[src/hw/aes_pkg.sv]
// AES-128 package with the block, word and byte types plus the S-box and xtime functions
`default_nettype none

package aes_pkg;

  typedef logic [127:0] aes_block_t;
  typedef logic [31:0]  aes_word_t;
  typedef logic [7:0]   aes_byte_t;

  localparam int unsigned N_ROUNDS = 10;

  // Forward S-box, entry 0 in the leftmost byte
  localparam logic [0:255][7:0] SBOX = {
    128'h637c777bf26b6fc53001672bfed7ab76, 128'hca82c97dfa5947f0add4a2af9ca472c0,
    128'hb7fd9326363ff7cc34a5e5f171d83115, 128'h04c723c31896059a071280e2eb27b275,
    128'h09832c1a1b6e5aa0523bd6b329e32f84, 128'h53d100ed20fcb15b6acbbe394a4c58cf,
    128'hd0efaafb434d338545f9027f503c9fa8, 128'h51a3408f929d38f5bcb6da2110fff3d2,
    128'hcd0c13ec5f974417c4a77e3d645d1973, 128'h60814fdc222a908846eeb814de5e0bdb,
    128'he0323a0a4906245cc2d3ac629195e479, 128'he7c8376d8dd54ea96c56f4ea657aae08,
    128'hba78252e1ca6b4c6e8dd741f4bbd8b8a, 128'h703eb5664803f60e613557b986c11d9e,
    128'he1f8981169d98e949b1e87e9ce5528df, 128'h8ca1890dbfe6426841992d0fb054bb16
  };

  function automatic aes_byte_t aes_sbox(input aes_byte_t b);
    return SBOX[b];
  endfunction

  // Multiply by x in GF(2^8)
  function automatic aes_byte_t aes_xtime(input aes_byte_t b);
    return {b[6:0], 1'b0} ^ (b[7] ? 8'h1b : 8'h00);
  endfunction

endpackage

`default_nettype wire

[src/hw/aes_ifs.sv]
// Transfer and round interfaces between the sequencer, counter, streamer and engine
`timescale 1ns/10ps
`default_nettype none

interface aes_xfer_if #(
  parameter int unsigned BLK_CNT_W = 8
);
  logic                 load;
  logic                 store;
  logic                 done;
  logic [BLK_CNT_W-1:0] block_idx;

  modport seq  (output load, output store, input done);
  modport cnt  (output block_idx, input store, input done);
  modport xfer (input load, input store, input block_idx, output done);
endinterface

interface aes_round_if;
  import aes_pkg::*;

  logic      init;
  logic      step;
  logic      last;
  aes_byte_t rcon;

  modport seq (output init, output step, input last);
  modport cnt (input init, input step, output last, output rcon);
  modport eng (input init, input step, input last, input rcon);
endinterface

`default_nettype wire

[src/hw/aes_progress_counter.sv]
// Round and block counter giving the round constant and the last-round and last-block flags
`timescale 1ns/10ps
`default_nettype none

module aes_progress_counter #(
  parameter int unsigned BLK_CNT_W = 8
) (
  input  logic                 clk_i,
  input  logic                 arst_n_i,
  input  logic                 start_i,
  input  logic [BLK_CNT_W-1:0] nblk_i,
  aes_xfer_if.cnt              xfer,
  aes_round_if.cnt             rnd,
  output logic                 last_blk_o
);
  import aes_pkg::*;

  logic [3:0]           round_q;
  aes_byte_t            rcon_q;
  logic [BLK_CNT_W-1:0] blk_q;
  logic                 store_pend_q;

  always_ff @(posedge clk_i or negedge arst_n_i) begin
    if (!arst_n_i) begin
      round_q <= '0;
      rcon_q  <= 8'h01;
    end else if (rnd.init) begin
      round_q <= '0;
      rcon_q  <= 8'h01;
    end else if (rnd.step) begin
      round_q <= round_q + 4'd1;
      rcon_q  <= aes_xtime(rcon_q);
    end
  end

  assign rnd.last = rnd.step && (round_q == 4'(N_ROUNDS - 1));
  assign rnd.rcon = rcon_q;

  // Block index moves on when a store completes
  always_ff @(posedge clk_i or negedge arst_n_i) begin
    if (!arst_n_i) begin
      blk_q        <= '0;
      store_pend_q <= 1'b0;
    end else if (start_i) begin
      blk_q        <= '0;
      store_pend_q <= 1'b0;
    end else if (xfer.store) begin
      store_pend_q <= 1'b1;
    end else if (xfer.done && store_pend_q) begin
      store_pend_q <= 1'b0;
      blk_q        <= blk_q + 1'b1;
    end
  end

  assign xfer.block_idx = blk_q;
  assign last_blk_o     = blk_q == (nblk_i - 1'b1);

endmodule

`default_nettype wire

[src/flat_wrapper.sv]
// flat-port wrapper written by rule: the top's interface ports become plain ports
module aes_progress_counter_flat import aes_pkg::*;
#(
  parameter int unsigned BLK_CNT_W = 8
)
  (clk_i, arst_n_i, start_i, nblk_i, last_blk_o, xfer_block_idx, xfer_store, xfer_done, rnd_init, rnd_step, rnd_last, rnd_rcon);
  aes_xfer_if #(.BLK_CNT_W(BLK_CNT_W)) xfer_i ();
  aes_round_if rnd_i ();
  input  logic clk_i;
  input  logic arst_n_i;
  input  logic start_i;
  input  logic [BLK_CNT_W-1:0] nblk_i;
  output logic last_blk_o;
  output wire logic [$bits(xfer_i.block_idx)-1:0] xfer_block_idx;
  input wire logic [$bits(xfer_i.store)-1:0] xfer_store;
  input wire logic [$bits(xfer_i.done)-1:0] xfer_done;
  input wire logic [$bits(rnd_i.init)-1:0] rnd_init;
  input wire logic [$bits(rnd_i.step)-1:0] rnd_step;
  output wire logic [$bits(rnd_i.last)-1:0] rnd_last;
  output wire logic [$bits(rnd_i.rcon)-1:0] rnd_rcon;
  assign xfer_block_idx = xfer_i.block_idx;
  assign xfer_i.store = xfer_store;
  assign xfer_i.done = xfer_done;
  assign rnd_i.init = rnd_init;
  assign rnd_i.step = rnd_step;
  assign rnd_last = rnd_i.last;
  assign rnd_rcon = rnd_i.rcon;
  aes_progress_counter #(.BLK_CNT_W(BLK_CNT_W)) u_core (.clk_i(clk_i), .arst_n_i(arst_n_i), .start_i(start_i), .nblk_i(nblk_i), .xfer(xfer_i), .rnd(rnd_i), .last_blk_o(last_blk_o));
endmodule
[config.mk]
export PLATFORM = sky130hd
export DESIGN_NAME = aes_progress_counter_flat
export DESIGN_NICKNAME = d
export VERILOG_FILES = /design/src/hw/aes_pkg.sv /design/src/hw/aes_ifs.sv /design/src/hw/aes_progress_counter.sv /design/src/flat_wrapper.sv
export SDC_FILE = /design/constraint.sdc
export NUM_CORES = 1
export LEC_CHECK = 0
export BUFFER_PORTS_ARGS = -buffer_cell sky130_fd_sc_hd__buf_2
export CORE_MARGIN = 2
export CORE_UTILIZATION = 25
export DETAILED_ROUTE_END_ITERATION = 10
export HOLD_SLACK_MARGIN = 0.08
export PLACE_DENSITY = 0.43
export SLEW_MARGIN = 10
export SYNTH_ARGS = -nofsm -noshare
export SYNTH_HDL_FRONTEND = slang
export SYNTH_SLANG_ARGS = --single-unit
[constraint.sdc]
create_clock -name clk_i -period 1.4 [get_ports clk_i]
set_clock_uncertainty 0.05 [all_clocks]
set_input_delay 0 -clock clk_i [delete_from_list [all_inputs] [get_ports clk_i]]
set_output_delay 0 -clock clk_i [all_outputs]
set_load 0.01 [all_outputs]
Yosys cells after proc, flatten, opt, wreduce, memory -nomap -nowiden
Index checks and enable logic that the tools add are counted.

Register bits: 21. Input port bits: 15. Output and inout bits: 18.

Bitwise gates (word level): 1. Add/sub/neg operators: 3. Eq/ne operators: 3. Multiplexer cells: 11. Reductions and logical operators: 6.

Operators by type and width (number): $mux W8 (5); $add A8 B1 Y8 const B (1); $eq A8 B8 Y1 (1); $mux W4 (2); $sub A8 B1 Y8 const B (1); $xor A8 B8 Y8 (1); $mux W5 (1); $add A4 B1 Y4 const B (1); $eq A4 B4 Y1 const B (1); $reduce_bool A2 Y1 (2); $mux W1 (3); $reduce_bool A3 Y1 (1); $logic_and A1 B1 Y1 (2); $ne A2 B2 Y1 const B (1); $reduce_and A2 Y1 (1).

Depth between registers and ports, before layout
Depth in word-level cells: 4. Depth in mapped cells: 6.

Worst setup path after synthesis
No wires, ideal clock.

Path kind: reg2out. From: register u_core.blk_q[5] (netlist: u_core.xfer.block_idx[5]). To: output last_blk_o. Path buffers: 0. Cell stages (with the launch flop): 5. Data arrival time: 1482 ps. Path slack: -132 ps. Required time: 1350 ps. Path through: dfrtp_1 > or3b_2 > nor4_2 > a211oi_1 > a211oi_1.

Longest elaborated chain between the ends: 1.

Ends and longest elaborated chain: start, declared (line aes_progress_counter.sv:20) `logic [BLK_CNT_W-1:0] blk_q;`; start signal, assigned (line aes_progress_counter.sv:51) `blk_q <= blk_q + 1'b1;`; $eq A8 B8 Y1 (line aes_progress_counter.sv:56) `assign last_blk_o = blk_q == (nblk_i - 1'b1);`; end, declared (line flat_wrapper.sv:13) `output logic last_blk_o;`.

Every way passes these cells.

Worst setup path in the final report
From: register u_core.blk_q[7] (netlist: u_core.xfer.block_idx[7]). To: output last_blk_o.

Same word-level chain as after synthesis.

==> results_dict.tcl <==
set metrics [dict create \
    yosys.area.top_type "dfrtp_1" \
    clockRootBuffer "clkbuf_8" \
    worst_slack_ns -0.266 \
    dieArea_sq_um 5450 \
    crit_arrival_ns 1.62 \
    busiest_layer "met2" \
    place.gp.congestion 0.739 \
    synthDistinctLibCells 33 \
    postRouteAntennaNets 0 \
    dp.cells 228 \
    insertion_delay_ns 0.26 \
    leakagePower_nw 0.815 \
    grt_use_met2_pct 20.5 \
    crit_required_ns 1.35 \
    cts_buffers 3 \
    max_slew_margin_pct 68.4 \
    use_met1_pct 13.8 \
    area_growth_pct 36.9 \
    cp_slowest_cell "dfrtp_1" \
    fp.dieH_um 73.9 \
    synth_area_sq_um 1220 \
    r2r_start "u_core.xfer.block_idx[5]$_DFFE_PN0P_" \
    crit_buf_inv 2 \
    drt_iter0_drc 10 \
    syn_inst 124 \
    hp-class "primary input to register" \
    hpwl_um 2060 \
    crit_path_max_incr_delay_ns 0.40 \
    hp-start "rnd_step" \
    tritoncts "done" \
    cts.clk_slew.worst_paths_ns 0.08 \
    grt_start_max_net_pins 22 \
    via_per_inst 4.42 \
    cts_sinks 21 \
    pre_cts_slack_ns -0.0867 \
    io_buffers 32 \
    grtUsageMet3_pct 1.51 \
    insertedDiodeCount 0 \
    path_class "register to primary output" \
    fin_crit_ns 1.67 \
    max-cap-violations 0 \
    start_util_pct 25.8 \
    routed-via-count 1052 \
    setup_viol 1 \
    hold_violations 0 \
    worst_path_most_repeated_cell "a211oi_2" \
    ys_top_cells_by_area "dfrtp_1 (41%), xnor2_1 (7.9%), nor2_1 (7.4%), xor2_1 (6.5%), ha_1 (4.1%)" \
    ys_seq_area_share_pct 43.2 \
    grt_remaining_overflow 0 \
    core_area_sq_um 4720 \
    first_global_vias 1117 \
    num_rows 25 \
    drcViolationCount 0 \
    grtUsageTotal_pct 11.5 \
    avgSynthCellArea_sq_um 9.84 \
    fmax_mhz 600 \
    grt_pass1_wl_um 4910 \
    die_x_um 73.9 \
    drt-wirelength-per-cell_um 11.5 \
    finalNonFillerCells 238 \
    htreeDepth 1 \
    synth_nets 143 \
    clock_path_buffers 2 \
    yosysWarningCount 0 \
    end_kind "primary output" \
    worst-path-max-fanout 3 \
    power.density_nw_per_um2 737 \
    worst_pin_slew_ns 0.474 \
    nets 191 \
    violations "negative setup slack" \
    crit_chain "xnor2_1 > buf_4 > nor4_4 > a211oi_2 > a211oi_2 > buf_2" \
    ys_ff_latch 21 \
    postRouteWirelength_um 2730 \
    crit_family "flip-flops" \
    ios 33 \
    hold_ws_ns 0.126 \
    max-vdd-ir-drop_mv 0.408 \
    rsz0062_at_grt "yes" \
    status "finished, violations left" \
    post-route-period-util_pct 119 \
    worst_setup_path_start_kind "register" \
    utilization_pct 35.4 \
    synth_top_area_share_pct 41.0 \
    grt_antenna_before_repair 0 \
    drive_above_1_share_pct 35.1 \
    dr.pass1.iters 4 \
    critPathLaunch "u_core.xfer.block_idx[7]$_DFFE_PN0P_" \
    maxSlewViolCount 0 \
]
area by class of cell:
| cell class | count | area (sq um) |
|---|---|---|
| repair buffers | 49 | 304 |
| well taps | 67 | 83.8 |
| multi-input cells | 92 | 689 |
| clock buffers | 3 | 41.3 |
| flip-flops and latches | 21 | 528 |
| inverters | 5 | 18.8 |
| fillers | 491 | 3050 |
| clock inverters | 1 | 5.00 |
kinds of logic (layout without fill, tap and decap cells):
group           count (synthesis)  after routing  synth area share [%]
simple gates                   50             50                  22.5
mux                             6              6                  5.03
compound gates                 12             12                  7.49
buf+inv                        11             58                  3.38
xor+xnor                       20             20                  14.4
fa+ha+maj                       4              4                  4.10
flops                          21             21                  43.2
synthesized netlist by cell type:
cell,n
xor2_1,9
a211oi_1,5
and4b_1,2
o211a_1,1
nor3_1,1
buf_1,1
and3_1,2
dfstp_2,1
a211o_1,1
mux2i_1,5
a21oi_1,3
nor3b_1,1
nand3_1,2
clkbuf_1,5
nor4_2,1
ha_1,4
o221a_1,1
nand4_1,4
inv_1,5
mux2_2,1
nand2b_1,2
xnor2_1,11
dfrtp_1,20
and4_1,1
and3b_1,1
nor2_1,24
nand4b_1,2
nand2_1,3
nor2b_1,1
and2_1,1
or3b_2,1
o31a_1,1
or4_4,1
layer usage:
metal / share of wire [%] / up-vias
li1: - / 518
met1: 44 / 506
met2: 50 / 26
met3: 4.9 / 2
met4: 0.51 / 0
met5: 0 / -
timing repair:
action                                  in CTS  in global routing
hold buffers                                 5                  0
pin swaps                                    5                  2
resized for setup                            4                  4
setup buffers                                2                  1
endpoints found under the hold margin       42                  0
endpoints found under the setup margin       1                  5
placed cells by master, fill, tap and decap left out, types with 2 or more instances in the layout:
cell type	Yosys	routed
and4b_1	2	2
inv_1	5	5
nand4b_1	2	2
nand3_1	2	2
nand2_1	3	3
dlygate4sd3_1	0	5
a211oi_1	5	3
ha_1	4	4
nand2b_1	2	2
buf_4	0	11
buf_2	0	32
mux2i_1	5	5
xor2_1	9	9
dfrtp_1	20	19
clkbuf_8	0	3
nand4_1	4	4
xnor2_1	11	10
nor2_1	24	24
a211oi_2	0	2
a21oi_1	3	3
report_power, final:
group | internal (mW) | switching [mW] | leakage (nW)
clock network | 0.198 | 0.199 | 0.0255
logic | 0.0911 | 0.0964 | 0.508
registers | 0.627 | 0.0183 | 0.282
total | 0.916 | 0.314 | 0.815
worst min-delay path, stage by stage:
cell and delay (ns):
buf_2 0.22, nor2_1 0.13, a211oi_1 0.05
final timing paths:
check / to / slack, ns / cells past startpoint
worst max-delay path: last_blk_o / -0.27 / 6
worst max register to register: u_core.xfer.block_idx[7]$_DFFE_PN0P_ / 0.08 / 6
worst min-delay path: u_core.rnd.rcon[1]$_DFFE_PN0P_ / 0.13 / 3
max in group asynchronous: u_core.xfer.block_idx[5]$_DFFE_PN0P_ / 0.78 / 2
worst min register to register: u_core.round_q[3]$_DFFE_PN0P_ / 0.49 / 2
min in group asynchronous: u_core.rnd.rcon[1]$_DFFE_PN0P_ / 0.17 / 2
metrics by stage:
| step | instance area, sq um | total power [mW] | setup TNS [ns] |
|---|---|---|---|
| 6_report | 1670 | 1.23 | -0.266 |
| 5_1_grt | 1670 | 1.31 | -0.408 |
| 4_1_cts | 1660 | 1.26 | -0.346 |
| 3_5_place_dp | 1530 | 0.834 | -0.0867 |
| 3_3_place_gp | 1530 | 0.828 | -0.0466 |
| 2_1_floorplan | 1230 | 0.754 | 0 |
flip-flops by register name, summed over array words and instances (netlist names):
signal	flops
u_core.xfer.block_idx	8
u_core.rnd.rcon	8
u_core.store_pend_q	1
u_core.round_q	4
Note: power is estimated with default switching activity, not from simulation.
