--- config.mk ---
export PLATFORM = sky130hd
export DESIGN_NAME = aes_ctrl_fsm_flat
export DESIGN_NICKNAME = d
export VERILOG_FILES = /design/src/hw/aes_pkg.sv /design/src/hw/aes_ctrl_pkg.sv /design/src/hw/aes_ifs.sv /design/src/hw/aes_ctrl_fsm.sv /design/src/flat_wrapper.sv
export SDC_FILE = /design/constraint.sdc
export NUM_CORES = 1
export LEC_CHECK = 0
export BUFFER_PORTS_ARGS = -buffer_cell sky130_fd_sc_hd__buf_2
export CAP_MARGIN = 20
export CORE_AREA = 2 2 39 41
export CTS_CLUSTER_SIZE = 12
export DETAILED_ROUTE_END_ITERATION = 8
export DIE_AREA = 0 0 41 43
export SYNTH_ARGS = -nofsm -noshare
export SYNTH_HDL_FRONTEND = slang
export SYNTH_SLANG_ARGS = --single-unit
--- constraint.sdc ---
create_clock -name clk_i -period 2 [get_ports clk_i]
set_clock_uncertainty 0.2 [all_clocks]
set_input_delay 0 -clock clk_i [delete_from_list [all_inputs] [get_ports clk_i]]
set_output_delay 0 -clock clk_i [all_outputs]
set_load 0.03 [all_outputs]
--- src/hw/aes_pkg.sv ---
// AES-128 package with the block, word and byte types plus the S-box and xtime functions
`default_nettype none

package aes_pkg;

  typedef logic [127:0] aes_block_t;
  typedef logic [31:0]  aes_word_t;
  typedef logic [7:0]   aes_byte_t;

  localparam int unsigned N_ROUNDS = 10;

  // Forward S-box, entry 0 in the leftmost byte
  localparam logic [0:255][7:0] SBOX = {
    128'h637c777bf26b6fc53001672bfed7ab76, 128'hca82c97dfa5947f0add4a2af9ca472c0,
    128'hb7fd9326363ff7cc34a5e5f171d83115, 128'h04c723c31896059a071280e2eb27b275,
    128'h09832c1a1b6e5aa0523bd6b329e32f84, 128'h53d100ed20fcb15b6acbbe394a4c58cf,
    128'hd0efaafb434d338545f9027f503c9fa8, 128'h51a3408f929d38f5bcb6da2110fff3d2,
    128'hcd0c13ec5f974417c4a77e3d645d1973, 128'h60814fdc222a908846eeb814de5e0bdb,
    128'he0323a0a4906245cc2d3ac629195e479, 128'he7c8376d8dd54ea96c56f4ea657aae08,
    128'hba78252e1ca6b4c6e8dd741f4bbd8b8a, 128'h703eb5664803f60e613557b986c11d9e,
    128'he1f8981169d98e949b1e87e9ce5528df, 128'h8ca1890dbfe6426841992d0fb054bb16
  };

  function automatic aes_byte_t aes_sbox(input aes_byte_t b);
    return SBOX[b];
  endfunction

  // Multiply by x in GF(2^8)
  function automatic aes_byte_t aes_xtime(input aes_byte_t b);
    return {b[6:0], 1'b0} ^ (b[7] ? 8'h1b : 8'h00);
  endfunction

endpackage

`default_nettype wire

--- src/hw/aes_ctrl_pkg.sv ---
// Controller package with the register map, the sequencer states and the event width
`default_nettype none

package aes_ctrl_pkg;

  // Word offsets on the register port
  localparam logic [3:0] REG_SRC     = 4'h0;
  localparam logic [3:0] REG_DST     = 4'h1;
  localparam logic [3:0] REG_NBLK    = 4'h2;
  localparam logic [3:0] REG_KEY0    = 4'h4;
  localparam logic [3:0] REG_KEY1    = 4'h5;
  localparam logic [3:0] REG_KEY2    = 4'h6;
  localparam logic [3:0] REG_KEY3    = 4'h7;
  localparam logic [3:0] REG_TRIGGER = 4'h8;
  localparam logic [3:0] REG_STATUS  = 4'h9;

  localparam int unsigned EVT_W = 1;

  typedef enum logic [2:0] {
    IDLE,
    LOAD,
    INIT,
    ROUND,
    STORE,
    DONE
  } ctrl_state_e;

endpackage

`default_nettype wire

--- src/hw/aes_ifs.sv ---
// Transfer and round interfaces between the sequencer, counter, streamer and engine
`timescale 1ns/10ps
`default_nettype none

interface aes_xfer_if #(
  parameter int unsigned BLK_CNT_W = 8
);
  logic                 load;
  logic                 store;
  logic                 done;
  logic [BLK_CNT_W-1:0] block_idx;

  modport seq  (output load, output store, input done);
  modport cnt  (output block_idx, input store, input done);
  modport xfer (input load, input store, input block_idx, output done);
endinterface

interface aes_round_if;
  import aes_pkg::*;

  logic      init;
  logic      step;
  logic      last;
  aes_byte_t rcon;

  modport seq (output init, output step, input last);
  modport cnt (input init, input step, output last, output rcon);
  modport eng (input init, input step, input last, input rcon);
endinterface

`default_nettype wire

--- src/hw/aes_ctrl_fsm.sv ---
// Job sequencer stepping each block through load, encrypt and store
`timescale 1ns/10ps
`default_nettype none

module aes_ctrl_fsm #(
  parameter int unsigned BLK_CNT_W = 8
) (
  input  logic                           clk_i,
  input  logic                           arst_n_i,
  input  logic                           start_i,
  input  logic [BLK_CNT_W-1:0]           nblk_i,
  aes_xfer_if.seq                        xfer,
  aes_round_if.seq                       rnd,
  input  logic                           last_blk_i,
  output logic                           busy_o,
  output logic                           done_evt_o,
  output logic [aes_ctrl_pkg::EVT_W-1:0] evt_o
);
  import aes_ctrl_pkg::*;

  ctrl_state_e state_q;
  ctrl_state_e state_d;
  logic        load_q;
  logic        store_q;

  always_comb begin
    state_d = state_q;
    case (state_q)
      IDLE: begin
        // Empty job finishes at once
        if (start_i) begin
          state_d = (nblk_i == '0) ? DONE : LOAD;
        end
      end
      LOAD:  if (xfer.done) state_d = INIT;
      INIT:  state_d = ROUND;
      ROUND: if (rnd.last) state_d = STORE;
      STORE: begin
        if (xfer.done) begin
          state_d = last_blk_i ? DONE : LOAD;
        end
      end
      DONE:    state_d = IDLE;
      default: state_d = IDLE;
    endcase
  end

  always_ff @(posedge clk_i or negedge arst_n_i) begin
    if (!arst_n_i) begin
      state_q <= IDLE;
      load_q  <= 1'b0;
      store_q <= 1'b0;
    end else begin
      state_q <= state_d;
      // One pulse on entry into a transfer state
      load_q  <= (state_d == LOAD) && (state_q != LOAD);
      store_q <= (state_d == STORE) && (state_q != STORE);
    end
  end

  assign xfer.load  = load_q;
  assign xfer.store = store_q;
  assign rnd.init   = state_q == INIT;
  assign rnd.step   = state_q == ROUND;
  assign busy_o     = state_q != IDLE;
  assign done_evt_o = state_q == DONE;
  assign evt_o      = {EVT_W{done_evt_o}};

endmodule

`default_nettype wire

--- src/flat_wrapper.sv ---
// flat-port wrapper written by rule: the top's interface ports become plain ports
module aes_ctrl_fsm_flat import aes_ctrl_pkg::*;
#(
  parameter int unsigned BLK_CNT_W = 8
)
  (clk_i, arst_n_i, start_i, nblk_i, last_blk_i, busy_o, done_evt_o, evt_o, xfer_load, xfer_store, xfer_done, rnd_init, rnd_step, rnd_last);
  aes_xfer_if #(.BLK_CNT_W(BLK_CNT_W)) xfer_i ();
  aes_round_if rnd_i ();
  input  logic clk_i;
  input  logic arst_n_i;
  input  logic start_i;
  input  logic [BLK_CNT_W-1:0] nblk_i;
  input  logic last_blk_i;
  output logic busy_o;
  output logic done_evt_o;
  output logic [aes_ctrl_pkg::EVT_W-1:0] evt_o;
  output wire logic [$bits(xfer_i.load)-1:0] xfer_load;
  output wire logic [$bits(xfer_i.store)-1:0] xfer_store;
  input wire logic [$bits(xfer_i.done)-1:0] xfer_done;
  output wire logic [$bits(rnd_i.init)-1:0] rnd_init;
  output wire logic [$bits(rnd_i.step)-1:0] rnd_step;
  input wire logic [$bits(rnd_i.last)-1:0] rnd_last;
  assign xfer_load = xfer_i.load;
  assign xfer_store = xfer_i.store;
  assign xfer_i.done = xfer_done;
  assign rnd_init = rnd_i.init;
  assign rnd_step = rnd_i.step;
  assign rnd_i.last = rnd_last;
  aes_ctrl_fsm #(.BLK_CNT_W(BLK_CNT_W)) u_core (.clk_i(clk_i), .arst_n_i(arst_n_i), .start_i(start_i), .nblk_i(nblk_i), .xfer(xfer_i), .rnd(rnd_i), .last_blk_i(last_blk_i), .busy_o(busy_o), .done_evt_o(done_evt_o), .evt_o(evt_o));
endmodule
-- Yosys cells after proc, flatten, opt, wreduce, memory -nomap -nowiden
Cells that the tools add are included.
- register bits after elaboration: 5
- bits in latches: 0
- bits in writable memories: 0
- ROM bits: 0
- memories: 0
- add/sub/neg operators: 0
- multipliers: 0
- divide/modulo/power cells: 0
- order comparisons: 0
- equality and inequality tests: 9
- shifts and indexed selects: 0
- muxes and demuxes: 7
- bitwise operators: 0
- reduce and logical (&&, ||, !) cells: 5
- operator list (cell ; number):
    two-way mux 3 bit ; 6
    one-hot mux 3 bit (5 select lines) ; 1
    == test 3 bit (second input constant) ; 3
    zero test 8 bit ; 1
    == test 3 x 1 -> 1 bit (second input constant) ; 2
    == test 3 x 2 -> 1 bit (second input constant) ; 2
    zero test 3 bit ; 1
    != test 3 x 1 -> 1 bit (second input constant) ; 1
    != test 3 bit (second input constant) ; 1
    nonzero test 3 bit ; 1
    logical AND 1 bit ; 2

-- Depth between registers and ports, before layout
Gate-level depths: netlist (run 1).
- word-level depth: 6
- depth in mapped cells: 4
- mapped depth without buffers: 3

-- Least setup slack after synthesis (run 1)
No wires, ideal clock.
- kind: reg2reg
- start: register u_core.state_q[2]
- end: register u_core.load_q (netlist: u_core.xfer.load)
- data arrival time: 1.274 ns
- path slack: 0.406 ns
- stages on the path, launching flop included: 5
- path through: dfrtp_1 > buf_6 > or3_4 > nand4b_4 > and4_1
- word-level cells in the longest chain between the ends: 4
- elaborated cells between the ends (all ways): 13
- classes of those cells: eq/ne (6); mux (5); reduce/logical (2)
- ends and longest elaborated chain (what ; RTL line ; text):
    start, declared ; aes_ctrl_fsm.sv:21 ; ctrl_state_e state_q;
    start signal, assigned ; aes_ctrl_fsm.sv:54 ; state_q <= state_d;
    == test 3 bit (tied with other cells) ; aes_ctrl_fsm.sv:28 ; case (state_q)
    one-hot mux 3 bit (5 select lines) ; aes_ctrl_fsm.sv:28 ;
    == test 3 x 1 -> 1 bit ; aes_ctrl_fsm.sv:56 ; load_q <= (state_d == LOAD) && (state_q != LOAD);
    logical AND 1 bit (*) ; aes_ctrl_fsm.sv:56 ;
    end signal, assigned ; aes_ctrl_fsm.sv:56 ;
    end, declared ; aes_ctrl_fsm.sv:23 ; logic load_q;
Every way passes the cells marked *; elsewhere a longest branch is shown, timed or not.

-- Worst setup path after layout (run 1)
- start: input port nblk_i[4]
- end: register u_core.load_q (netlist: u_core.xfer.load)
- word-level cells in the longest chain between the ends: 6
- ends and longest elaborated chain (what ; RTL line ; text):
    start, declared ; flat_wrapper.sv:12 ; input logic [BLK_CNT_W-1:0] nblk_i;
    zero test 8 bit ; aes_ctrl_fsm.sv:32 ; state_d = (nblk_i == '0) ? DONE : LOAD;
    two-way mux 3 bit ; aes_ctrl_fsm.sv:32 ;
    two-way mux 3 bit ; aes_ctrl_fsm.sv:31 ; if (start_i) begin
    one-hot mux 3 bit (5 select lines) ; aes_ctrl_fsm.sv:28 ;
    == test 3 x 1 -> 1 bit ; aes_ctrl_fsm.sv:56 ;
    logical AND 1 bit ; aes_ctrl_fsm.sv:56 ;
No other way between the ends.

==> flow_metrics.env, run 1 <==
export IMPL_post_cts_repair_setup_buffers=0
export IMPL_io_buffers=20
export IMPL_hold_viol_final=0
export IMPL_crit_top_cell="dlygate4sd3_1"
export IMPL_n_fill_cell=134
export IMPL_antenna_cells=0
export IMPL_synth_fp_nets=45
export IMPL_start_util_pct=24.8
export IMPL_first_iter_violations=3
export IMPL_status="finished, final reports clean"
export IMPL_hp_class="input port to register"
export IMPL_die_h_um=43
export IMPL_grt_pass1_wl_um=1550
export IMPL_crit_slowest_cell="dlygate4sd3_1"
export IMPL_postLayoutCoreUtil_pct=42.3
export IMPL_syn_cell_area_um2=343
export IMPL_drc=0
export IMPL_cts_made_buffers=3
export IMPL_layout_drive_gt1_share_pct=46.9
export IMPL_gp_congestion=0.748
export IMPL_synth_top_area_share_pct=36.5
export IMPL_ios=21
export IMPL_viasPerCell=4.49
export IMPL_endpoint_kind="register"
export IMPL_clkTransAtPathRegs_ns=0.05
export IMPL_yosysSeqAreaShare_pct=36.5
export IMPL_arrival_ns=1.83
export IMPL_path_max_fanout=2
export IMPL_rsz0062_at_grt="false"
export IMPL_finalMaxSlewViolations=0
export IMPL_synth_distinct_cells=21
export IMPL_wire_per_inst_um=11.2
export IMPL_place_ws_ns=0.448
export IMPL_synth_most_common_cell="dfrtp_1"
export IMPL_synth_seq_cells=5
export IMPL_power_density_mw_per_mm2=1140
export IMPL_antenna_found_initial=0
export IMPL_num_vias=359
export IMPL_tightest_slew_ns=0.278
export IMPL_critPathBufInv=3
export IMPL_setup_violations_final=0
export IMPL_core_mm2=0.00138
export IMPL_synth_edf_count=0
export IMPL_rows=14
export IMPL_yosysTopAreaCell="dfrtp_1"
export IMPL_worstPathRequired_ns=1.94
export IMPL_first_pass_iters=4
export IMPL_grt_overflow=0
export IMPL_ir_worst_vdd_uv=540
export IMPL_layout_setup_ws_ns=0.112
export IMPL_async_flop_share_pct=100
export IMPL_ys_flop_type="dfrtp_1"
export IMPL_drt_antenna_violating_nets=0
export IMPL_die_w_um=41
export IMPL_synthTopCellsByArea="dfrtp_1 36%, nand4b_4 6.9%, nor4b_4 6.9%"
export IMPL_syn2layout_area_growth_pct=70.8
export IMPL_cap_violations=0
export IMPL_ctsResizeCount=0
export IMPL_relSlewSlack_pct=81.4
export IMPL_root_buffer="clkbuf_4"
export IMPL_crit_path_max_incr_delay_ns=0.63
export IMPL_fin_crit_sh_pct=94.4
export IMPL_cts_tree="built"
export IMPL_fin_tns_setup_ns=0
export IMPL_clk_path_buf_depth=2
export IMPL_netlist_top_cells_count="5 x dfrtp_1, 3 x nand2_1"
export IMPL_p_leak_nw=0.325
export IMPL_finalNetCount=79
export IMPL_grt_pass1_vias=353
export IMPL_yosysWarnings=0
export IMPL_maxClockFrequency_mhz=530
export IMPL_fin_crit_ns=1.89
export IMPL_cp_start_kind="input port"
export IMPL_syn_inst=31
export IMPL_clock_latency_ns=0.25
export IMPL_routed_wl_um=892
export IMPL_die_area_mm2=0.00176
export IMPL_cts_max_level=1
export IMPL_worstPathCellList="dlygate4sd3_1 -> buf_2 -> nor4b_4 -> dlygate4sd3_1 -> nand4b_4 -> and4_1"
export IMPL_grt_max_degree=11
export IMPL_numClockSinks=5
export IMPL_p_total_mw=0.670
export IMPL_path_class="input port to register"
export IMPL_critPathTopFamily="buffers and inverters"
export IMPL_avgSynthCellArea_um2=11.1
export IMPL_track_usage_pct=14.6
export IMPL_dp_hpwl_um=592
-- worst min-delay path, delay by kind of cell --
kind / cells / cell delay (ns)
multiplexers: 1 / 0.14
AND/OR/NAND/NOR: 1 / 0.18
buffers and inverters: 1 / 0.10
-- per-layer routing --
metal / up-vias / GRT usage, % / share of wire [%]
met1: 158 / 16.7 / 42
met3: 5 / 8.38 / 8.4
li1: 184 / - / -
met2: 12 / 18.8 / 45
met4: 0 / 12.0 / 4.3
met5: - / 0 / 0
-- layout by cell type, fill, tap and decap left out --
cell / instances
a211o_1: 1
a21oi_1: 1
a22oi_1: 1
a31oi_1: 1
and3b_2: 2
and4_1: 1
and4b_2: 1
buf_2: 20
clkbuf_1: 1
clkbuf_4: 3
dfrtp_1: 5
dlygate4sd3_1: 12
mux2_2: 1
nand2_1: 3
nand2b_1: 2
nand3b_1: 1
nand4b_4: 1
nor2_1: 2
nor3_1: 2
nor3b_1: 1
nor4b_4: 1
or3_4: 1
-- power breakdown --
group	leakage [nW]	switching, mW	internal [mW]	total (mW)
registers	0.0647	0.0629	0.140	0.203
logic	0.246	0.181	0.165	0.347
clock network	0.0150	0.0450	0.0757	0.121
-- state kept, by name, summed over array words and instances (netlist names) --
name and cells:
u_core.state_q 3, u_core.xfer.store 1, u_core.xfer.load 1
-- stage by stage --
step           cell area [um^2]  std cells  hold WS (ns)
2_1_floorplan               343         31        -0.496
3_3_place_gp                439         64        -0.378
3_5_place_dp                439         64        -0.378
4_1_cts                     586         80        0.0100
5_1_grt                     586         80        0.0264
6_report                    586         80        0.0109
-- worst paths after layout --
| path | from | to | slack (ns) | cells after the start |
|---|---|---|---|---|
| max | nblk_i[4] | u_core.xfer.load | 0.11 | 6 |
| min | start_i | u_core.xfer.load | 0.01 | 3 |
| max reg2reg | u_core.state_q[1] | u_core.state_q[1] | 0.38 | 3 |
| min reg2reg | u_core.state_q[1] | u_core.state_q[0] | 0.49 | 2 |
| max in group asynchronous | arst_n_i | u_core.state_q[0] | 0.92 | 3 |
| min in group asynchronous | arst_n_i | u_core.xfer.store | 0.47 | 3 |
-- logic make-up (layout without fill, tap and decap cells) --
kind of cell / count (synthesis) / in the layout / share of synthesized area (%)
flops: 5 / 5 / 36.5
compound gates: 4 / 4 / 8.03
buf+inv: 3 / 36 / 6.93
mux: 1 / 1 / 3.28
simple gates: 18 / 18 / 45.3
-- timing repair --
action | in CTS | in global routing
hold buffers | 12 | 0
setup endpoints to repair | 0 | 0
hold endpoints to repair | 10 | 0
-- area by class of cell --
cell class / count / area [um^2] / share of cell area (%)
sequential: 5 / 125 / 21.4
timing repair buffer: 32 / 220 / 37.6
tap: 16 / 20.0 / 3.42
clock buffer: 4 / 26.3 / 4.49
multi-input combinational: 23 / 194 / 33.1
Note: power is estimated with default switching activity, not from simulation.
==> run 2: changes to the inputs <==
MAX_ROUTING_LAYER = met4   (was default)
==> flow_metrics.env, run 2 (synthesized netlist as in run 1, its figures left out) <==
export IMPL_status="finished, final reports clean"
export IMPL_final_area_um2=586
export IMPL_place_ws_ns=0.448
export IMPL_largest_register="u_core.state_q"
export IMPL_final_common_cell="buf_2"
export IMPL_r2r_start="u_core.state_q[1]"
export IMPL_critPathTopFamily="buffers and inverters"
export IMPL_place_inst=64
export IMPL_layout_setup_ws_ns=0.112
export IMPL_cap_violations=0
export IMPL_core_mm2=0.00138
export IMPL_ios=21
export IMPL_p_leak_nw=0.325
export IMPL_syn2layout_area_growth_pct=70.8
export IMPL_drt_antenna_violating_nets=0
export IMPL_layout_drive_gt1_share_pct=46.9
export IMPL_arrival_ns=1.83
export IMPL_viasPerCell=4.49
export IMPL_hp_class="input port to register"
export IMPL_rsz0062_at_grt="false"
export IMPL_hp_start="start_i"
export IMPL_gp_congestion=0.758
export IMPL_routed_wl_um=889
export IMPL_clock_latency_ns=0.25
export IMPL_ctsResizeCount=0
export IMPL_reg2reg_to="u_core.state_q[1]"
export IMPL_antenna_found_initial=0
export IMPL_power_density_mw_per_mm2=1140
export IMPL_worst_r2r_setup_slack_ns=0.38
export IMPL_cts_tree="built"
export IMPL_fin_crit_ns=1.89
export IMPL_rows=14
export IMPL_setup_violations_final=0
export IMPL_cts_max_level=1
export IMPL_p_total_mw=0.670
export IMPL_endpoint_kind="register"
export IMPL_worstPathRequired_ns=1.94
export IMPL_whs_ns=0.00843
export IMPL_place_area_um2=439
export IMPL_dp_hpwl_um=592
export IMPL_ctsHoldBuffers=12
export IMPL_cp_start_kind="input port"
export IMPL_io_buffers=20
export IMPL_critPathBufInv=3
export IMPL_antenna_cells=0
export IMPL_ff2ff_path_depth=3
export IMPL_fin_tns_setup_ns=0
export IMPL_wire_per_inst_um=11.1
export IMPL_mostFrequentLayoutCells="20 x buf_2, 12 x dlygate4sd3_1, 5 x dfrtp_1"
export IMPL_grt_max_degree=11
export IMPL_tightest_slew_ns=0.278
export IMPL_track_usage_pct=15.0
export IMPL_clkTransAtPathRegs_ns=0.05
export IMPL_crit_path_max_incr_delay_ns=0.63
export IMPL_maxClockFrequency_mhz=530
export IMPL_postLayoutCoreUtil_pct=42.3
export IMPL_ir_worst_vdd_uv=540
export IMPL_fin_crit_sh_pct=94.4
export IMPL_post_cts_repair_setup_buffers=0
export IMPL_grt_pass1_wl_um=1550
export IMPL_largest_reg_flops=3
export IMPL_relSlewSlack_pct=81.4
export IMPL_die_w_um=41
export IMPL_first_iter_violations=3
export IMPL_root_buffer="clkbuf_4"
export IMPL_path_max_fanout=2
export IMPL_hold_viol_final=0
export IMPL_die_area_mm2=0.00176
export IMPL_finalNetCount=79
export IMPL_layout_cells_non_filler=80
export IMPL_min_path_cells=3
export IMPL_die_h_um=43
export IMPL_grt_overflow=0
export IMPL_clk_path_buf_depth=2
export IMPL_numClockSinks=5
export IMPL_min_to="u_core.xfer.load"
export IMPL_start_util_pct=24.8
export IMPL_crit_top_cell="dlygate4sd3_1"
export IMPL_drc=0
export IMPL_cts_made_buffers=3
export IMPL_finalMaxSlewViolations=0
export IMPL_worstPathCellList="dlygate4sd3_1 -> buf_2 -> nor4b_4 -> dlygate4sd3_1 -> nand4b_4 -> and4_1"
export IMPL_crit_slowest_cell="dlygate4sd3_1"
export IMPL_first_pass_iters=4
export IMPL_num_vias=359
export IMPL_path_class="input port to register"
export IMPL_grt_pass1_vias=353
==> run 2: cell counts in the layout (fill, tap and decap cells not counted) <==
Identical to the previous run, type by type.
==> run 2: worst max path at each step <==
stage                            end  slack (ns)               from  cells after the start
finish              u_core.xfer.load        0.11          nblk_i[4]                      6
global route        u_core.xfer.load        0.04          nblk_i[4]                      6
CTS                 u_core.xfer.load        0.13          nblk_i[4]                      6
detailed placement  u_core.xfer.load        0.45  u_core.state_q[2]                      3
global placement    u_core.xfer.load        0.48  u_core.state_q[2]                      3
floorplan           u_core.xfer.load        0.41  u_core.state_q[2]                      4
==> run 2: tightest hold or removal path: stages <==
cell and delay (ns):
buf_2 0.10, mux2_2 0.14, and4_1 0.18
==> run 2: area by class of cell <==
| cell class | instances | area (um^2) |
|---|---|---|
| timing repair buffer | 32 | 220 |
| sequential | 5 | 125 |
| clock buffer | 4 | 26.3 |
| fill | 134 | 798 |
| tap | 16 | 20.0 |
| multi-input combinational | 23 | 194 |
==> run 2: metal layers <==
metal  share of wire, %  global-route usage [%]  wire length [um]
met1                 42                    16.7               376
met2                 45                    18.8               399
met3                8.4                    8.38                75
met4                4.3                    12.0                38
met5                  0                       -                 0
==> run 2: power by group <==
part	total [mW]	internal, mW	switching (mW)
Combinational	0.347	0.165	0.181
Clock	0.121	0.0757	0.0450
Sequential	0.203	0.140	0.0629
Total	0.670	0.381	0.289
