**config.mk**
```make
export PLATFORM = sky130hd
export DESIGN_NAME = aes_streamer_flat
export DESIGN_NICKNAME = d
export VERILOG_FILES = /design/src/hw/aes_pkg.sv /design/src/hw/aes_ifs.sv /design/src/hw/aes_streamer.sv /design/src/flat_wrapper.sv
export SDC_FILE = /design/constraint.sdc
export NUM_CORES = 1
export LEC_CHECK = 0
export ABC_AREA = 0
export BUFFER_PORTS_ARGS = -buffer_cell sky130_fd_sc_hd__buf_2
export CORE_AREA = 2 2 170 172
export DETAILED_ROUTE_END_ITERATION = 8
export DIE_AREA = 0 0 172 174
export MAX_ROUTING_LAYER = met4
export PLACE_DENSITY = 0.56
export SLEW_MARGIN = 20
export SYNTH_ARGS = -nofsm -noshare
export SYNTH_HDL_FRONTEND = slang
export SYNTH_SLANG_ARGS = --single-unit
export TNS_END_PERCENT = 5
```
**constraint.sdc**
```tcl
create_clock -name clk_i -period 3.3 [get_ports clk_i]
set_input_delay 0 -clock clk_i [delete_from_list [all_inputs] [get_ports clk_i]]
set_output_delay 0 -clock clk_i [all_outputs]
set_load 0.005 [all_outputs]
```
**src/hw/aes_pkg.sv**
```systemverilog
// AES-128 package with the block, word and byte types plus the S-box and xtime functions
`default_nettype none

package aes_pkg;

  typedef logic [127:0] aes_block_t;
  typedef logic [31:0]  aes_word_t;
  typedef logic [7:0]   aes_byte_t;

  localparam int unsigned N_ROUNDS = 10;

  // Forward S-box, entry 0 in the leftmost byte
  localparam logic [0:255][7:0] SBOX = {
    128'h637c777bf26b6fc53001672bfed7ab76, 128'hca82c97dfa5947f0add4a2af9ca472c0,
    128'hb7fd9326363ff7cc34a5e5f171d83115, 128'h04c723c31896059a071280e2eb27b275,
    128'h09832c1a1b6e5aa0523bd6b329e32f84, 128'h53d100ed20fcb15b6acbbe394a4c58cf,
    128'hd0efaafb434d338545f9027f503c9fa8, 128'h51a3408f929d38f5bcb6da2110fff3d2,
    128'hcd0c13ec5f974417c4a77e3d645d1973, 128'h60814fdc222a908846eeb814de5e0bdb,
    128'he0323a0a4906245cc2d3ac629195e479, 128'he7c8376d8dd54ea96c56f4ea657aae08,
    128'hba78252e1ca6b4c6e8dd741f4bbd8b8a, 128'h703eb5664803f60e613557b986c11d9e,
    128'he1f8981169d98e949b1e87e9ce5528df, 128'h8ca1890dbfe6426841992d0fb054bb16
  };

  function automatic aes_byte_t aes_sbox(input aes_byte_t b);
    return SBOX[b];
  endfunction

  // Multiply by x in GF(2^8)
  function automatic aes_byte_t aes_xtime(input aes_byte_t b);
    return {b[6:0], 1'b0} ^ (b[7] ? 8'h1b : 8'h00);
  endfunction

endpackage

`default_nettype wire

```
**src/hw/aes_ifs.sv**
```systemverilog
// Transfer and round interfaces between the sequencer, counter, streamer and engine
`timescale 1ns/10ps
`default_nettype none

interface aes_xfer_if #(
  parameter int unsigned BLK_CNT_W = 8
);
  logic                 load;
  logic                 store;
  logic                 done;
  logic [BLK_CNT_W-1:0] block_idx;

  modport seq  (output load, output store, input done);
  modport cnt  (output block_idx, input store, input done);
  modport xfer (input load, input store, input block_idx, output done);
endinterface


`default_nettype wire

```
**src/hw/aes_streamer.sv**
```systemverilog
// Memory master gathering a 128-bit block from four words and writing results back
`timescale 1ns/10ps
`default_nettype none

module aes_streamer #(
  parameter int unsigned BLK_CNT_W = 8
) (
  input  logic                clk_i,
  input  logic                arst_n_i,
  input  logic [31:0]         src_addr_i,
  input  logic [31:0]         dst_addr_i,
  aes_xfer_if.xfer            xfer,
  output aes_pkg::aes_block_t blk_o,
  input  aes_pkg::aes_block_t blk_i,
  output logic                mem_req_o,
  output logic                mem_we_o,
  output logic [31:0]         mem_addr_o,
  output aes_pkg::aes_word_t  mem_wdata_o,
  input  logic                mem_gnt_i,
  input  aes_pkg::aes_word_t  mem_rdata_i,
  input  logic                mem_rvalid_i
);
  import aes_pkg::*;

  typedef enum logic [1:0] {
    S_IDLE,
    S_REQ,
    S_WAIT
  } strm_state_e;

  strm_state_e          state_q;
  logic [1:0]           word_q;
  logic                 we_q;
  logic                 done_q;
  logic [31:0]          base_q;
  aes_block_t           gather_q;
  logic [BLK_CNT_W+3:0] blk_ofs;
  logic                 last_word;

  // Each block occupies a 16-byte slot
  assign blk_ofs     = {xfer.block_idx, 4'h0};
  assign last_word   = word_q == 2'd3;
  assign mem_addr_o  = base_q + 32'(blk_ofs) + {28'd0, word_q, 2'b00};
  assign mem_req_o   = state_q == S_REQ;
  assign mem_we_o    = we_q;
  assign mem_wdata_o = blk_i[32 * (3 - int'(word_q)) +: 32];
  assign xfer.done   = done_q;
  assign blk_o       = gather_q;

  always_ff @(posedge clk_i or negedge arst_n_i) begin
    if (!arst_n_i) begin
      state_q <= S_IDLE;
      word_q  <= '0;
      we_q    <= 1'b0;
      done_q  <= 1'b0;
      base_q  <= '0;
    end else begin
      done_q <= 1'b0;
      case (state_q)
        S_IDLE: begin
          if (xfer.load || xfer.store) begin
            state_q <= S_REQ;
            word_q  <= '0;
            we_q    <= xfer.store;
            base_q  <= xfer.store ? dst_addr_i : src_addr_i;
          end
        end
        S_REQ: begin
          // Writes finish on grant, reads wait for data
          if (mem_gnt_i) begin
            if (!we_q) begin
              state_q <= S_WAIT;
            end else if (last_word) begin
              state_q <= S_IDLE;
              done_q  <= 1'b1;
            end else begin
              word_q <= word_q + 2'd1;
            end
          end
        end
        S_WAIT: begin
          if (mem_rvalid_i) begin
            if (last_word) begin
              state_q <= S_IDLE;
              done_q  <= 1'b1;
            end else begin
              state_q <= S_REQ;
              word_q  <= word_q + 2'd1;
            end
          end
        end
        default: state_q <= S_IDLE;
      endcase
    end
  end

  // Word 0 lands in the top bits
  always_ff @(posedge clk_i) begin
    if (state_q == S_WAIT && mem_rvalid_i) begin
      gather_q[32 * (3 - int'(word_q)) +: 32] <= mem_rdata_i;
    end
  end

endmodule

`default_nettype wire

```
**src/flat_wrapper.sv**
```systemverilog
// flat-port wrapper written by rule: the top's interface ports become plain ports
module aes_streamer_flat import aes_pkg::*;
#(
  parameter int unsigned BLK_CNT_W = 8
)
  (clk_i, arst_n_i, src_addr_i, dst_addr_i, blk_o, blk_i, mem_req_o, mem_we_o, mem_addr_o, mem_wdata_o, mem_gnt_i, mem_rdata_i, mem_rvalid_i, xfer_load, xfer_store, xfer_block_idx, xfer_done);
  aes_xfer_if #(.BLK_CNT_W(BLK_CNT_W)) xfer_i ();
  input  logic clk_i;
  input  logic arst_n_i;
  input  logic [31:0] src_addr_i;
  input  logic [31:0] dst_addr_i;
  output aes_pkg::aes_block_t blk_o;
  input  aes_pkg::aes_block_t blk_i;
  output logic mem_req_o;
  output logic mem_we_o;
  output logic [31:0] mem_addr_o;
  output aes_pkg::aes_word_t mem_wdata_o;
  input  logic mem_gnt_i;
  input  aes_pkg::aes_word_t mem_rdata_i;
  input  logic mem_rvalid_i;
  input wire logic [$bits(xfer_i.load)-1:0] xfer_load;
  input wire logic [$bits(xfer_i.store)-1:0] xfer_store;
  input wire logic [$bits(xfer_i.block_idx)-1:0] xfer_block_idx;
  output wire logic [$bits(xfer_i.done)-1:0] xfer_done;
  assign xfer_i.load = xfer_load;
  assign xfer_i.store = xfer_store;
  assign xfer_i.block_idx = xfer_block_idx;
  assign xfer_done = xfer_i.done;
  aes_streamer #(.BLK_CNT_W(BLK_CNT_W)) u_core (.clk_i(clk_i), .arst_n_i(arst_n_i), .src_addr_i(src_addr_i), .dst_addr_i(dst_addr_i), .xfer(xfer_i), .blk_o(blk_o), .blk_i(blk_i), .mem_req_o(mem_req_o), .mem_we_o(mem_we_o), .mem_addr_o(mem_addr_o), .mem_wdata_o(mem_wdata_o), .mem_gnt_i(mem_gnt_i), .mem_rdata_i(mem_rdata_i), .mem_rvalid_i(mem_rvalid_i));
endmodule
```
# After elaboration in Yosys (flattened, before gate mapping)
# Index checks and enable logic that the tools add are counted.
# word_totals
inputBits	238
reg_bits	166
# classes
reduce_logical	7
eq_ne	8
n_shift	3
n_addsub	5
muxes	20
# ops
operator	count
$bwmux 128	1
$shift 32x33->128 const A	1
$shiftx 128x32->32	1
$shiftx 32x33->128	1
$neg 32->33	1
$add 32x12->32	1
$add 32x4->32	1
$mux 32	1
$mux 2	10
$pmux 2 s3	2
$ne 2x1->1 const B	3
$mux 1	5
$reduce_and 5->1	1
$eq 2x2->1 const B	2
$reduce_and 4->1	1
$ne 3x3->1 const B	1
$reduce_bool 3->1	1
$sub 2x2->3 const A	1
$add 2x1->2 const B	1
$eq 2x1->1 const B	1
$logic_not 2->1	1
$ne 2x2->1 const B	1
$pmux 1 s2	1
$reduce_and 2->1	1
other kinds (2)	2

# Logic depth before layout (Yosys ltp)
# Gate-level depths: netlist of the first run.
# depth
word_depth	5
mapped_depth	7
ltp_nobuf	7

# Worst setup path after synthesis of the first run
# No wires, ideal clock.
# synth_timing
kind	register to register
start	register, netlist name u_core.word_q[1]
end	register u_core.gather_q[64], in the netlist u_core.blk_o[64], enable pin
setup_ns	0.392
n_path_buf	2
arrival_ns	1.916
path_stages_with_launch	6
period_less_slack_ns	2.308
path_slack_ns	0.992
cell_sequence	dfrtp_1 clkbuf_1 clkbuf_1 inv_1 ha_1 and3_1
# synth_rtl
element	line	rtl
to (signal, indexed assignment)	aes_streamer.sv:100	gather_q[32 * (3 - int'(word_q)) +: 32] <= mem_rdata_i;
to (decl)	aes_streamer.sv:36	aes_block_t gather_q;

# Worst setup path after layout of the first run
# layout_timing
start	register u_core.base_q[2]
end	output port mem_addr_o[24]
# layout_via
elab_chain_cells	2
# layout_lines
element	line	rtl
from (decl)	aes_streamer.sv:35	logic [31:0] base_q;
from (signal assigned)	aes_streamer.sv:65	base_q <= xfer.store ? dst_addr_i : src_addr_i;
$add 32x12->32	aes_streamer.sv:43	assign mem_addr_o = base_q + 32'(blk_ofs) + {28'd0, word_q, 2'b00};
$add 32x4->32	aes_streamer.sv:43	
to (decl)	flat_wrapper.sv:16	output logic [31:0] mem_addr_o;
# Every way passes these cells.

==> impl_metrics.toml, run 1 <==
[synth]
syn_inst = 617
synthXorXnorAreaFrac = 0.02552
synth_seq_cells = 166
async_flop_share = 0.2289
avgSynthCellArea_um2 = 13.35
syn_nets = 875
yosys_warnings = 0
seq_area_frac_synth = 0.5822
synthMuxAreaShare = 0.1288
post_synth_and_or_nand_nor_area_fraction = 0.1531
synth_cell_types = 47
synth_adder_area_share = 0.03130
synth_compound_area_frac = 0.05637
syn_area_mm2 = 0.008235
synth_top_family_by_area = "simple AND/OR/NAND/NOR gates"
synth-edff-count = 128
synth-main-ff-cell = "edfxtp_1"

[critical_path]
critPathTopFamily = "compound AO/OA/AOI/OAI gates"
r2r_setup_slack_ns = 0.76
critPathLaunch = "u_core.base_q[2]"
timing.rr.end = "u_core.blk_o[66]"
timing.rr.start = "u_core.word_q[0]"
worstPathCellList = "ha_1 -> fa_1 -> a211o_1 -> a21oi_1 -> o221ai_2 -> nand4_1 -> xnor2_1 -> buf_2"
slowest_delay_ns = 0.44
r2r_cells = 6
crit_type = "flip-flop to output port"
critical_path_required_ns = 3.30
worst-path-buf-inv = 1
critPathMaxFanout = 10
cp_data_arrival_time_ns = 2.98
cp_slowest_cell = "fa_1"
cp-start-kind = "flip-flop"
cp-end-kind = "output port"

[layout]
nFillCells = 2727
layout_commonest_cell = "buf_2"
syn_to_final_growth_pct = 51.55
final_cell_mix = "buf_2, and2_1, edfxtp_1"
nets = 1402
design_area_mm2 = 0.01248
drive_gt1_frac = 0.4486
fin_util = 0.4420

[global_route]
grt_antenna_before_repair = 5
grt-ovfl-total = 0
grt_max_degree = 65
grt_pass1_wl_mm = 42.48
grt_pass1_vias = 7211
grt.total_usage = 0.1996

[clock_tree]
htree_num_levels = 4
root_buffer = "clkbuf_16"
cts_tree = "done"
cts-resized-gates = 0
clock_latency_ns = 0.43
clkTransAtPathRegs_ns = 0.08
cts_buffer_depth = 2
cts_setup_buffers = 0
cts_hold_buf = 101
clock-sinks = 166
cts_buffers = 17

[route]
drt_iter0_drc = 357
routed_wl_mm = 29.12
postRouteAntennaNets = 0
wl_per_cell_um = 18.81
viasPerCell = 4.491
dr.pass1.iters = 7
vias = 6952
drc = 0

[worst_hold_path]
hold_path.class = "input port to flip-flop"
min_to = "u_core.state_q[0]"
hp-start = "mem_rvalid_i"
hold_depth = 5

[pwr]
power.density_mw_per_mm2 = 661.8
seq_power_share = 0.350
finalPower_uw = 8260
p_comb_frac = 0.396
power_frac_clock = 0.255
swShare = 0.3615
peakVddDrop_uv = 377.2
p_leak_uw = 0.005549
intPower_uw = 5274
power.switching_uw = 2986

[sta]
worstMarginPinSlew_ns = 0.9665
fmax_ghz = 0.3356
rsz0062_at_grt = "false"
skew_ns = 0.02592
drv_slew = 0
finalSetupTns_ns = 0
setup-violations-final = 0
post-route-period-util = 0.9029
period_needed_ns = 2.980
relSlewSlack = 0.3557
hold_viol = 0

[floorplan]
coreArea_mm2 = 0.02824
num_rows = 62
start_util = 0.2917
fp.dieW_um = 172
die_area_mm2 = 0.02993
fp.dieH_um = 174
ios = 433

[place]
io_buffers = 432
post_dp_cell_area_mm2 = 0.01083
dp_hpwl_mm = 21.69
gp_congestion = 0.8604

[run]
max-cap-violations = 0

[outcome]
status = "finished, final reports clean"
==> sequential cells by signal, indices dropped and copies added (netlist names) <==
register / cells
u_core.blk_o: 128
u_core.base_q: 32
u_core.state_q: 2
u_core.mem_we_o: 1
u_core.xfer.done: 1
u_core.word_q: 2
==> how the worst max path moves through the flow <==
stage / cells after the start / slack, ns / to
CTS: 8 / 0.31 / mem_addr_o[18]
finish: 8 / 0.32 / mem_addr_o[24]
floorplan: 5 / 0.99 / u_core.blk_o[64]
global placement: 6 / 0.80 / u_core.blk_o[83]
global route: 8 / 0.17 / mem_addr_o[20]
detailed placement: 6 / 0.72 / u_core.blk_o[94]
==> power by group through the flow <==
stage | logic, uW | clock network [uW] | registers (uW)
floorplan | 1930 | 0 | 2860
global placement | 3180 | 0 | 2920
detailed placement | 3210 | 0 | 2930
CTS | 3340 | 2140 | 2890
global route | 3620 | 2210 | 2930
finish | 3270 | 2100 | 2890
==> area by class of cell <==
cell class                      count  area (um^2)  area share
Antenna cell                        7        17.52    0.001404
Clock buffer                       17        425.4     0.03409
Clock inverter                     15        197.7     0.01584
Inverter                           13        48.80    0.003910
Multi-Input combinational cell    405         3281      0.2629
Sequential cell                   166         4797      0.3844
Tap cell                          384        480.5     0.03850
Timing Repair Buffer              541         3233      0.2590
==> metal layers <==
layer,GRT usage,wire [um]
met1,0.2208,11080
met5,-,0
met2,0.3613,15490
met3,0.03757,1861
met4,0.05987,688
==> cell usage after synthesis, types with 5 or more instances <==
| cell | count | area, um^2 |
|---|---|---|
| inv_1 | 13 | 48.80 |
| a21o_1 | 5 | 37.54 |
| nor2_1 | 10 | 37.54 |
| o21ai_0 | 37 | 185.2 |
| nand2_1 | 45 | 168.9 |
| ha_1 | 19 | 237.7 |
| nor3_1 | 6 | 30.03 |
| buf_2 | 5 | 25.02 |
| edfxtp_1 | 128 | 3844 |
| and2_1 | 129 | 807.0 |
| nand3_1 | 9 | 45.04 |
| mux4_2 | 32 | 720.7 |
| dfrtp_1 | 38 | 950.9 |
| clkbuf_1 | 24 | 90.09 |
| and3_1 | 9 | 56.30 |
| xnor2_1 | 23 | 201.4 |
| mux2i_1 | 34 | 340.3 |
| a21oi_1 | 8 | 40.04 |
==> metrics by stage <==
step	setup WS (ns)	instances	hold slack, ns
CTS	0.3141	1541	0.1218
finish	0.3204	1548	0.1349
detailed placement	0.7195	1408	0.2052
global placement	0.8032	1408	0.1960
global route	0.1654	1546	0.2000
floorplan	0.9923	617	-0.2956
==> tightest hold or removal path: stages <==
cell,delay [ns]
buf_2,0.13
inv_1,0.05
a222oi_1,0.09
o21ai_0,0.15
o31ai_1,0.09
==> logic make-up after synthesis <==
kind of cell / Yosys count
simple gates: 221
fa+ha+maj: 20
xor+xnor: 24
flops: 166
mux: 66
compound gates: 74
buf+inv: 46
(Power assumes the default switching activity.)
==> run 2: changes to the inputs <==
--- a/config.mk
+++ b/config.mk
@@ -7,11 +7,12 @@
 export LEC_CHECK = 0
 export ABC_AREA = 0
 export BUFFER_PORTS_ARGS = -buffer_cell sky130_fd_sc_hd__buf_2
-export CORE_AREA = 2 2 170 172
+export CAP_MARGIN = 20
+export CORE_AREA = 4 4 167 169
 export DETAILED_ROUTE_END_ITERATION = 8
-export DIE_AREA = 0 0 172 174
+export DIE_AREA = 0 0 171 173
 export MAX_ROUTING_LAYER = met4
-export PLACE_DENSITY = 0.56
+export PLACE_DENSITY = 0.59
 export SLEW_MARGIN = 20
 export SYNTH_ARGS = -nofsm -noshare
 export SYNTH_HDL_FRONTEND = slang
==> constraint.sdc (replaced) <==
create_clock -name clk_i -period 3 [get_ports clk_i]
set_input_delay 0 -clock clk_i [delete_from_list [all_inputs] [get_ports clk_i]]
set_output_delay 0 -clock clk_i [all_outputs]
set_load 0.005 [all_outputs]
==> run 2 against run 1 <==
Final area is essentially flat. Die area decreased by 1.2%. Worst hold slack worse by 0.012 ns. Power increased by 10%. Critical endpoint is now mem_addr_o[10]. Largest cell class unchanged. Highest routed layer unchanged.
==> impl_metrics.toml, run 2 (synthesis results as in run 1) <==
[outcome]
status = "finished, final reports clean"

[route]
dr.pass1.iters = 5
drt_iter0_drc = 404
vias = 7075
viasPerCell = 4.707
drc = 0
postRouteAntennaNets = 0
wl_per_cell_um = 19.56
routed_wl_mm = 29.39

[worst_hold_path]
min_to = "u_core.mem_we_o"
hold_depth = 2
hold_path.class = "input port to flip-flop"
hp-start = "xfer_store"

[sta]
finalSetupTns_ns = 0
drv_slew = 0
setup-violations-final = 0
period_needed_ns = 2.800
relSlewSlack = 0.3807
skew_ns = 0.01973
fmax_ghz = 0.3571
rsz0062_at_grt = "false"
post-route-period-util = 0.9334
hold_viol = 0
worstMarginPinSlew_ns = 0.9290

[clock_tree]
root_buffer = "clkbuf_16"
cts_tree = "done"
cts_setup_buffers = 0
clock_latency_ns = 0.43
cts_buffer_depth = 2
clkTransAtPathRegs_ns = 0.07
clock-sinks = 166
cts_buffers = 17
htree_num_levels = 4

[critical_path]
r2r_setup_slack_ns = 0.52
crit_type = "flip-flop to output port"
cp-end-kind = "output port"
timing.rr.start = "u_core.word_q[0]"
worstPathCellList = "ha_1 -> fa_1 -> a211o_1 -> a21oi_2 -> nor2b_1 -> o41a_1 -> xnor2_1 -> buf_2"
critPathMaxFanout = 3
cp_data_arrival_time_ns = 2.80
critical_path_required_ns = 3.00
slowest_delay_ns = 0.44
r2r_cells = 6
cp_slowest_cell = "fa_1"
timing.rr.end = "u_core.blk_o[47]"
cp-start-kind = "flip-flop"

[place]
dp_hpwl_mm = 22.20
post_dp_cell_area_mm2 = 0.01082
io_buffers = 432
gp_congestion = 0.9042

[global_route]
grt_pass1_wl_mm = 43.70
grt_antenna_before_repair = 2
grt_pass1_vias = 7447
busiest_layer = "met2"
met2_usage = 0.3592
grt-ovfl-total = 0
grt_max_degree = 65
grtUsageMet1 = 0.2250
grt.total_usage = 0.1988
met3_usage = 0.03338

[floorplan]
fp.dieH_um = 173
fp.dieW_um = 171
num_rows = 60
ios = 433
start_util = 0.3099
die_area_mm2 = 0.02958
coreArea_mm2 = 0.02658

[pwr]
power.switching_uw = 3296
seq_power_share = 0.350
p_comb_frac = 0.398
peakVddDrop_uv = 492.2
power_frac_clock = 0.252
power.density_mw_per_mm2 = 729.6
p_leak_uw = 0.005571
swShare = 0.3622
intPower_uw = 5803

[layout]
layout_commonest_cell = "buf_2"
final_cell_mix = "buf_2, and2_1, edfxtp_1"
drive_gt1_frac = 0.4517
largest_register_ffs = 128
syn_to_final_growth_pct = 51.41
design_area_mm2 = 0.01247
nets = 1405

[run]
max-cap-violations = 0
-- run 2: changes by cell type in the layout (fill, tap and decap cells not counted), sizes merged --
| cell | before | now |
|---|---|---|
| clkinv | 5 | 8 |
| dlygate4sd3 | 101 | 100 |
| inv | 22 | 19 |
| buf | 440 | 444 |
| diode | 7 | 2 |
-- run 2: repair_timing --
action	in CTS	in global routing
setup endpoints to repair	0	5
hold buffers	100	0
endpoints found under the hold margin	200	0
resized for setup	0	2
-- run 2: layout make-up --
cell class              instances  area, um^2
diodes                          2       5.005
clock buffers                  17       425.4
clock inverters                15       205.2
fillers                      2494       14110
inverters                      13       48.80
multi-input cells             405        3296
flip-flops and latches        166        4797
well taps                     341       426.7
repair buffers                544        3266
-- run 2: critical path, delay by kind of cell (launching register included) --
family / cells / cell delay, ns
simple gates: 1 / 0.10
buf+inv: 1 / 0.14
flops: 1 / 0.38
xor+xnor: 1 / 0.15
fa+ha+maj: 2 / 0.67
compound gates: 3 / 0.93
-- run 2: power by group through the flow --
stage | combinational (uW) | clock [uW] | sequential (uW)
3_3_place_gp | 3480 | 0 | 3230
5_1_grt | 4000 | 2450 | 3220
3_5_place_dp | 3530 | 0 | 3230
2_1_floorplan | 2130 | 0 | 3150
4_1_cts | 3660 | 2340 | 3180
6_report | 3620 | 2300 | 3180
-- run 2: worst max path at each step --
| stage | from | to | slack [ns] | depth (start not counted) |
|---|---|---|---|---|
| 2_1_floorplan | u_core.word_q[1] | u_core.blk_o[64] | 0.69 | 5 |
| 3_3_place_gp | u_core.word_q[0] | u_core.blk_o[45] | 0.56 | 6 |
| 3_5_place_dp | u_core.word_q[0] | u_core.blk_o[57] | 0.49 | 6 |
| 4_1_cts | u_core.base_q[2] | mem_addr_o[20] | 0.13 | 8 |
| 5_1_grt | u_core.base_q[2] | mem_addr_o[10] | 0.07 | 8 |
| 6_report | u_core.base_q[2] | mem_addr_o[10] | 0.20 | 8 |
-- run 2: stage by stage --
step / hold WS [ns] / utilization / worst slack, ns / power (uW) / cells
2_1_floorplan: -0.2956 / - / 0.6923 / 5274 / 617
3_3_place_gp: 0.1896 / 0.4071 / 0.5582 / 6706 / 1369
4_1_cts: 0.1073 / 0.4685 / 0.1282 / 9181 / 1501
5_1_grt: 0.1175 / 0.4692 / 0.06838 / 9671 / 1503
3_5_place_dp: 0.1841 / 0.4071 / 0.4901 / 6758 / 1369
6_report: 0.1234 / 0.4692 / 0.1998 / 9098 / 1503
-- run 2: per-layer routing --
layer	share of wire	routed length [um]
met2	0.54	15770
met1	0.38	11300
met4	0.020	584
met3	0.059	1736
met5	0	0
